--- config.mk ---
export PLATFORM = sky130hd
export DESIGN_NAME = lsm_subsys_top
export DESIGN_NICKNAME = d
export VERILOG_FILES = /design/src/rtl/lsm_ctrl_pkg.sv /design/src/rtl/lsm_geom_pkg.sv /design/src/rtl/lsm_subsys_top.sv /design/src/rtl/lsm_rsp_collector.sv /design/src/rtl/lsm_req_decoder.sv /design/src/rtl/lsm_rf_bank.sv
export SDC_FILE = /design/constraint.sdc
export NUM_CORES = 1
export LEC_CHECK = 0
export BUFFER_PORTS_ARGS = -buffer_cell sky130_fd_sc_hd__clkbuf_2
export CORE_AREA = 2 2 202 204
export CTS_CLUSTER_DIAMETER = 60
export DETAILED_ROUTE_END_ITERATION = 16
export DIE_AREA = 0 0 204 206
export PLACE_DENSITY = 0.84
export SLEW_MARGIN = 20
export SYNTH_ARGS = -nofsm -noshare
export SYNTH_HDL_FRONTEND = slang
export SYNTH_HIERARCHICAL = 1
export SYNTH_SLANG_ARGS = --single-unit
--- constraint.sdc ---
create_clock -name clk -period 6.07 [get_ports clk]
set_clock_uncertainty 0.2 [all_clocks]
set_input_delay 1.214 -clock clk [delete_from_list [all_inputs] [get_ports clk]]
set_output_delay 1.214 -clock clk [all_outputs]
set_load 0.02 [all_outputs]
--- src/rtl/lsm_ctrl_pkg.sv ---
// Request and power control definitions

package lsm_ctrl_pkg;

    // --------------------
    // Request FSM
    // --------------------

    // One command moves idle, issue, wait_data, hold_ack and back to idle
    typedef enum logic [1:0] {
        idle      = 2'd0,
        issue     = 2'd1,
        wait_data = 2'd2,
        hold_ack  = 2'd3
    } req_state_t;

    // --------------------
    // Power chain
    // --------------------

    // Flops in each bank's local reset synchronizer
    localparam int sync_stages = 2;
    // Level of the active-low enable that puts a bank to sleep
    localparam logic pwr_asleep = 1'b1;

endpackage

--- src/rtl/lsm_geom_pkg.sv ---
// Storage geometry definitions

package lsm_geom_pkg;

    // --------------------
    // Bank array shape
    // --------------------

    // Number of identical register-file banks
    localparam int num_banks  = 4;
    // Words held in each bank
    localparam int bank_depth = 8;
    // Payload carried by a command, parity excluded
    localparam int payload_w  = 16;
    // Stored word, payload plus one odd-parity bit on top
    localparam int word_w     = payload_w + 1;

    // --------------------
    // Address split
    // --------------------

    // Upper address bits select the bank
    localparam int bank_sel_w = $clog2(num_banks);
    // Lower address bits select the word inside a bank
    localparam int entry_w    = $clog2(bank_depth);
    // Full command address as seen on the request port
    localparam int addr_w     = bank_sel_w + entry_w;

    typedef logic [bank_sel_w-1:0] bank_sel_t;
    typedef logic [entry_w-1:0]    entry_addr_t;
    typedef logic [addr_w-1:0]     cmd_addr_t;
    typedef logic [payload_w-1:0]  payload_t;
    // Bit word_w-1 is the parity bit
    typedef logic [word_w-1:0]     word_t;

endpackage
--- src/rtl/lsm_subsys_top.sv ---
// List-selection storage subsystem

`timescale 1ns/1ps

module lsm_subsys_top
    import lsm_geom_pkg::*;
(
    input  logic      clk,
    input  logic      rst_n,
    input  logic      req,
    input  logic      write,
    input  cmd_addr_t addr,
    input  payload_t  wdata,
    output logic      ack,
    output payload_t  rdata,
    output logic      parity_err,
    input  logic      pwr_enable_b,
    input  logic      pgcb_isol_en,
    output logic      pwr_enable_b_out
);

    logic [num_banks-1:0] bank_we;
    logic [num_banks-1:0] bank_re;
    entry_addr_t          entry_addr;
    word_t                bank_wdata;
    bank_sel_t            rd_bank;
    word_t                bank_rdata [num_banks];
    // Entry 0 of the enable chain is the top input and the last entry leaves the block
    logic [num_banks:0]   pwr_chain;

    assign pwr_chain[0]     = pwr_enable_b;
    assign pwr_enable_b_out = pwr_chain[num_banks];

    lsm_req_decoder i_req_decoder (
        .clk        (clk),
        .rst_n      (rst_n),
        .req        (req),
        .write      (write),
        .addr       (addr),
        .wdata      (wdata),
        .ack        (ack),
        .bank_we    (bank_we),
        .bank_re    (bank_re),
        .entry_addr (entry_addr),
        .bank_wdata (bank_wdata),
        .rd_bank    (rd_bank)
    );

    // --------------------
    // Bank array
    // --------------------

    for (genvar i = 0; i < num_banks; i++) begin : g_bank
        lsm_rf_bank i_bank (
            .clk              (clk),
            .rst_n            (rst_n),
            .we               (bank_we[i]),
            .re               (bank_re[i]),
            .waddr            (entry_addr),
            .raddr            (entry_addr),
            .wdata            (bank_wdata),
            .pgcb_isol_en     (pgcb_isol_en),
            .pwr_enable_b_in  (pwr_chain[i]),
            .rdata            (bank_rdata[i]),
            .pwr_enable_b_out (pwr_chain[i+1])
        );
    end

    lsm_rsp_collector i_rsp_collector (
        .clk        (clk),
        .rst_n      (rst_n),
        .bank_re    (bank_re),
        .rd_bank    (rd_bank),
        .bank_rdata (bank_rdata),
        .rdata      (rdata),
        .parity_err (parity_err)
    );

endmodule

--- src/rtl/lsm_rsp_collector.sv ---
// Read response collector with parity check

`timescale 1ns/1ps

module lsm_rsp_collector
    import lsm_geom_pkg::*;
(
    input  logic                 clk,
    input  logic                 rst_n,
    input  logic [num_banks-1:0] bank_re,
    input  bank_sel_t            rd_bank,
    input  word_t                bank_rdata [num_banks],
    output payload_t             rdata,
    output logic                 parity_err
);

    // --------------------
    // Strobe alignment
    // --------------------

    // Bank data appears one cycle after its read strobe
    logic [num_banks-1:0] re_d;
    bank_sel_t            bank_d;
    word_t                sel_word;

    always_ff @(posedge clk) begin
        if (!rst_n) begin
            re_d <= '0;
        end else begin
            re_d <= bank_re;
        end
    end

    // Bank index delayed to line up with re_d
    always_ff @(posedge clk) begin
        bank_d <= rd_bank;
    end

    // Word from the bank that was addressed
    assign sel_word = bank_rdata[bank_d];

    // --------------------
    // Held response
    // --------------------

    // Results stay put until the next read lands
    always_ff @(posedge clk) begin
        if (!rst_n) begin
            rdata      <= '0;
            parity_err <= 1'b0;
        end else if (|re_d) begin
            rdata <= sel_word[payload_w-1:0];
            // Even XOR means a bad word, which includes a clamped all-zero read
            parity_err <= ~^sel_word;
        end
    end

    // Delayed strobe and delayed bank index must agree on a single bank
    a_single_source: assert property (
        @(posedge clk) disable iff (!rst_n)
        |re_d |-> ($onehot(re_d) && re_d[bank_d])
    ) else $error("read capture without a single matching bank strobe");

endmodule

--- src/rtl/lsm_req_decoder.sv ---
// Request decoder and bank strobe generator

`timescale 1ns/1ps

module lsm_req_decoder
    import lsm_geom_pkg::*;
    import lsm_ctrl_pkg::*;
(
    input  logic                 clk,
    input  logic                 rst_n,
    input  logic                 req,
    input  logic                 write,
    input  cmd_addr_t            addr,
    input  payload_t             wdata,
    output logic                 ack,
    output logic [num_banks-1:0] bank_we,
    output logic [num_banks-1:0] bank_re,
    output entry_addr_t          entry_addr,
    output word_t                bank_wdata,
    output bank_sel_t            rd_bank
);

    req_state_t           state;
    logic                 cmd_write;
    logic [num_banks-1:0] bank_hit;

    // --------------------
    // Command capture
    // --------------------

    // Address, data and direction are taken when a new request is seen in idle
    always_ff @(posedge clk) begin
        if (state == idle && req) begin
            entry_addr <= addr[entry_w-1:0];
            rd_bank    <= addr[addr_w-1:entry_w];
            // Odd parity makes the XOR across all stored bits come out as one
            bank_wdata <= {~^wdata, wdata};
            cmd_write  <= write;
        end
    end

    // One-hot bank decode of the captured bank index
    always_comb begin
        bank_hit          = '0;
        bank_hit[rd_bank] = 1'b1;
    end

    // --------------------
    // Handshake FSM
    // --------------------

    always_ff @(posedge clk) begin
        if (!rst_n) begin
            state   <= idle;
            ack     <= 1'b0;
            bank_we <= '0;
            bank_re <= '0;
        end else begin
            // Strobes are single-cycle pulses unless issue sets them below
            bank_we <= '0;
            bank_re <= '0;
            case (state)
                idle: begin
                    if (req) begin
                        state <= issue;
                    end
                end
                issue: begin
                    // Exactly one bank sees either a write or a read strobe
                    bank_we <= cmd_write ? bank_hit : '0;
                    bank_re <= cmd_write ? '0 : bank_hit;
                    state   <= wait_data;
                end
                wait_data: begin
                    // Bank works on the strobe during this cycle
                    state <= hold_ack;
                end
                hold_ack: begin
                    if (!ack) begin
                        // Collector has the read result by now
                        ack <= 1'b1;
                    end else if (!req) begin
                        ack   <= 1'b0;
                        state <= idle;
                    end
                end
                default: begin
                    state <= idle;
                end
            endcase
        end
    end

    a_strobe_onehot: assert property (
        @(posedge clk) disable iff (!rst_n) $onehot0({bank_we, bank_re})
    ) else $error("more than one bank strobe active");

    // The requester must still be holding req when the response is signalled
    a_ack_needs_req: assert property (
        @(posedge clk) disable iff (!rst_n) $rose(ack) |-> $past(req)
    ) else $error("ack raised without a pending request");

endmodule

--- src/rtl/lsm_rf_bank.sv ---
// Power-gated register-file bank

`timescale 1ns/1ps

module lsm_rf_bank
    import lsm_geom_pkg::*;
    import lsm_ctrl_pkg::*;
(
    input  logic        clk,
    input  logic        rst_n,
    input  logic        we,
    input  logic        re,
    input  entry_addr_t waddr,
    input  entry_addr_t raddr,
    input  word_t       wdata,
    input  logic        pgcb_isol_en,
    input  logic        pwr_enable_b_in,
    output word_t       rdata,
    output logic        pwr_enable_b_out
);

    // --------------------
    // Local reset
    // --------------------

    // Shift register that releases the bank reset a few cycles after rst_n
    logic [sync_stages-1:0] rst_pipe;
    logic                   bank_rst_n;

    always_ff @(posedge clk) begin
        if (!rst_n) begin
            rst_pipe <= '0;
        end else begin
            rst_pipe <= {rst_pipe[sync_stages-2:0], 1'b1};
        end
    end

    // The last stage is the reset seen by the rest of the bank
    assign bank_rst_n = rst_pipe[sync_stages-1];

    // --------------------
    // Enable chain stage
    // --------------------

    // One flop per bank, so the enable ripples down the chain a cycle per bank
    always_ff @(posedge clk) begin
        if (!bank_rst_n) begin
            pwr_enable_b_out <= pwr_asleep;
        end else begin
            pwr_enable_b_out <= pwr_enable_b_in;
        end
    end

    // The array is powered while its own registered enable is low
    logic awake;
    assign awake = (pwr_enable_b_out != pwr_asleep);

    // --------------------
    // Storage array
    // --------------------

    word_t mem [bank_depth];
    word_t rd_q;

    // Writes to a sleeping array are lost but old contents stay in place
    always_ff @(posedge clk) begin
        if (we && awake) begin
            mem[waddr] <= wdata;
        end
    end

    // A powered-down array reads back as zeros
    always_ff @(posedge clk) begin
        if (re) begin
            rd_q <= awake ? mem[raddr] : '0;
        end
    end

    // Isolation clamp on the output side of the read register
    assign rdata = pgcb_isol_en ? '0 : rd_q;

    // The decoder must not strobe a bank whose local reset is still held
    a_no_access_in_reset: assert property (
        @(posedge clk) !bank_rst_n |-> !(we || re)
    ) else $error("bank strobed while its synchronized reset is active");

endmodule

==> reports/results.tsv <==
stage	metric	value	unit
final_layout	commonest non-fill, non-tap cells in the layout	635 x edfxtp_1, 136 x mux4_2, 101 x nor2_1	
drt	vias per inst	6.461	
worst_setup_path	RR Startpoint	i_req_decoder/entry_addr[2]$_DFFE_PP_	
logic_synthesis	ys flop type	edfxtp_1	
run_status	status	finished, final reports clean	
final_layout	n_diodes	0	
power	Pwr Density	384.6	mW/mm2
worst_setup_path	crit path kind	flop to flop	
final_layout	post-route design area	0.02974	mm2
worst_setup_path	R2R Path End	g_bank[0].i_bank/mem[5][9]$_DFFE_PP_	
clocking	Root Buffer	clkbuf_16	
floorplan	area of the die	0.04202	mm2
sta	period utilization	57.38	%
final_layout	share of cells above drive strength 1	24.69	%
sta	slew margin rel.	26.11	%
placed_design	Final HPWL DP	31760	um
logic_synthesis	Seq cells post-synth	681	
clocking	CTS resizes	0	
sta	clock period minus worst slack	3.483	ns
min_path	hold endpoint	g_bank[1].i_bank/pwr_enable_b_out$_SDFF_PN1_	
drt	DR WL/cell	28.56	um
power	Leakage Power	9.789	nW
global_route	met3 usage	4.336	%
logic_synthesis	synthesized area	0.02646	mm2
worst_setup_path	CP Launch Type	flop	
clocking	H-tree Lvls	3	
final_layout	storage element area	0.01999	mm2
run	max cap viols	0	
logic_synthesis	sequential area share after synthesis	75.55	%
logic_synthesis	syn_area_per_cell	20.72	um2
clocking	clk buf depth	3	
logic_synthesis	Syn Inst Count	1277	
clocking	post-CTS setup repair buffer count	0	
final_layout	Layout area overhead	12.40	%
floorplan	Die Y	206	um
sta	Max Freq	287.1	MHz
logic_synthesis	Ys Warns	6	
sta	slew of the pin with the lowest slew margin	1.108	ns
placed_design	Post-Place Cell Area	0.02728	mm2
clocking	CTS sink count	681	
clocking	Clock transition at path regs	0.06	ns
drt	drc violations	0	
sta	post-route setup TNS	0	ns
drt	Initial DRT Pass Iterations	5	
final_layout	multi-input logic area	0.006016	mm2
floorplan	I/O pin total	46	
power	worst IR drop on VDD	0.0002932	V
final_layout	most common cell after layout, fill and taps aside	edfxtp_1	
global_route	first-pass GRT wire length	81990	um
logic_synthesis	syn_nets	1309	
logic_synthesis	Post-synth EDFFs	635	
min_path	hold path cells	1	
sta	final hold vios	0	
worst_setup_path	Worst setup EP type	flop	
placed_design	number of port buffers	45	
drt	Post-Route WL	56260	um
clocking	Worst-Skew Late Latency	0.58	ns
global_route	layer with the highest usage	met2	
clocking	CTS Buf Count	67	
sta	unrepaired setup endpoints after global routing	no	
global_route	initial antenna violation count	1	
worst_setup_path	R2R depth	4	
global_route	GR Util met2	44.64	%
final_layout	Fill cells	2131	
floorplan	Starting Density	65.84	%
drt	DRT iter0 DRCs	1636	
global_route	grt met1 use	38.96	%
global_route	Total GRT Usage	27.42	%
global_route	vias in the first global route	12850	
floorplan	DIE WIDTH	204	um
worst_setup_path	Req. time, crit path	6.15	ns
sta	final setup fails	0	
worst_setup_path	Worst EP arrival	3.56	ns
min_path	hold path start	g_bank[1].i_bank/rst_pipe[1]$_SDFF_PN0_	
floorplan	Core ar.	0.04018	mm2
logic_synthesis	post-synthesis cell type count	33	
min_path	worst min-delay path category	flop to flop	
final_layout	nets	1421	
placed_design	GP Congestion	0.8856	
global_route	GRT overflow	0	
clocking	CTS tree	built	
sta	Slew Viols, Final	0	
drt	via count	12730	
logic_synthesis	Async SR Flop Fraction	0	%
drt	antenna-violating nets left	0	
worst_setup_path	Worst R2R Setup Slack	2.59	ns
global_route	largest net degree at the start of global routing	79	
floorplan	number of cell rows	74	
sta	final hold slack	0.1833	ns
worst_setup_path	CP max FO	38	
clocking	cts-stage hold buffer count	0	
[layer usage]
| layer | part of all wire [%] | vias up | wire [um] |
|---|---|---|---|
| met5 | 0 | - | 0 |
| met4 | 2.4 | 0 | 1349 |
| met3 | 8.6 | 103 | 4862 |
| met2 | 50 | 660 | 28050 |
| met1 | 39 | 6656 | 22000 |
| li1 | - | 5310 | - |
[how the worst max path moves through the flow]
stage / startpoint / endpoint / slack [ns]
3_3_place_gp: pgcb_isol_en / i_rsp_collector/parity_err$_SDFFE_PN0P_ / 2.04
2_1_floorplan: pgcb_isol_en / i_rsp_collector/parity_err$_SDFFE_PN0P_ / 2.79
3_5_place_dp: pgcb_isol_en / i_rsp_collector/parity_err$_SDFFE_PN0P_ / 1.92
6_report: i_req_decoder/entry_addr[2]$_DFFE_PP_ / g_bank[0].i_bank/mem[5][9]$_DFFE_PP_ / 2.59
4_1_cts: pgcb_isol_en / i_rsp_collector/parity_err$_SDFFE_PN0P_ / 2.48
5_1_grt: i_req_decoder/entry_addr[2]$_DFFE_PP_ / g_bank[0].i_bank/mem[5][9]$_DFFE_PP_ / 2.39
[flip-flops by register name (all words and copies together) (netlist names), 4 cells and up]
name,count
g_bank.i_bank/mem,544
g_bank.i_bank/rd_q,68
i_req_decoder/bank_wdata,17
i_rsp_collector/rdata,16
g_bank.i_bank/rst_pipe,8
g_bank.i_bank/pwr_enable_b_out,4
i_req_decoder/bank_re,4
i_req_decoder/bank_we,4
i_rsp_collector/re_d,4
[kinds of logic (layout without fill, tap and decap cells)]
family,Yosys count,in the layout,synth area share (%)
buffers and inverters,65,226,1.892
AND/OR/NAND/NOR,252,252,4.668
flip-flops,681,681,75.55
XOR/XNOR,30,30,1.187
AO/OA/AOI/OAI,22,22,0.5912
adder cells (fa/ha/maj),5,5,0.2365
multiplexers,222,222,15.88
[cell type report]
class / count / area share (%)
well taps: 532 / 2.238
clock inverters: 33 / 1.355
repair buffers: 104 / 2.760
clock buffers: 85 / 6.147
multi-input cells: 531 / 20.23
flip-flops and latches: 681 / 67.22
inverters: 4 / 0.05049
[critical path, stage by stage (launching register included)]
cell and delay [ns]:
edfxtp_1 0.89, buf_4 0.60, nand3b_1 0.31, nor2_1 0.80, buf_4 0.34
[per-stage QoR]
stage | utilization, % | instances | worst slack, ns | total power, mW
after global placement | 67.85 | 1837 | 2.045 | 7.151
after floorplan | - | 1277 | 2.793 | 6.799
after detailed placement | 67.89 | 1838 | 1.916 | 7.216
after global routing | 74.01 | 1970 | 2.386 | 11.75
after CTS | 73.44 | 1956 | 2.483 | 11.41
final | 74.01 | 1970 | 2.587 | 11.44
[power breakdown]
| part | leakage, nW | switching [mW] | total [mW] | internal [mW] |
|---|---|---|---|---|
| clock | 1.09 | 1.70 | 4.22 | 2.52 |
| combinational | 2.62 | 0.835 | 1.54 | 0.707 |
| sequential | 6.08 | 0.233 | 5.68 | 5.44 |
| total | 9.79 | 2.77 | 11.4 | 8.67 |
[cells in the mapped netlist (15+ instances only)]
master	instances	area, um2
dfxtp_1	46	920.9
nand2_1	37	138.9
mux2i_1	69	690.7
buf_2	22	110.1
nor2_1	101	379.1
clkbuf_1	21	78.83
a21boi_0	16	120.1
edfxtp_1	635	19070
xnor2_1	21	183.9
mux4_1	17	446.7
mux4_2	136	3063
nand2b_1	15	93.84
nor2b_1	68	425.4
Note: power is estimated with default switching activity, not from simulation.
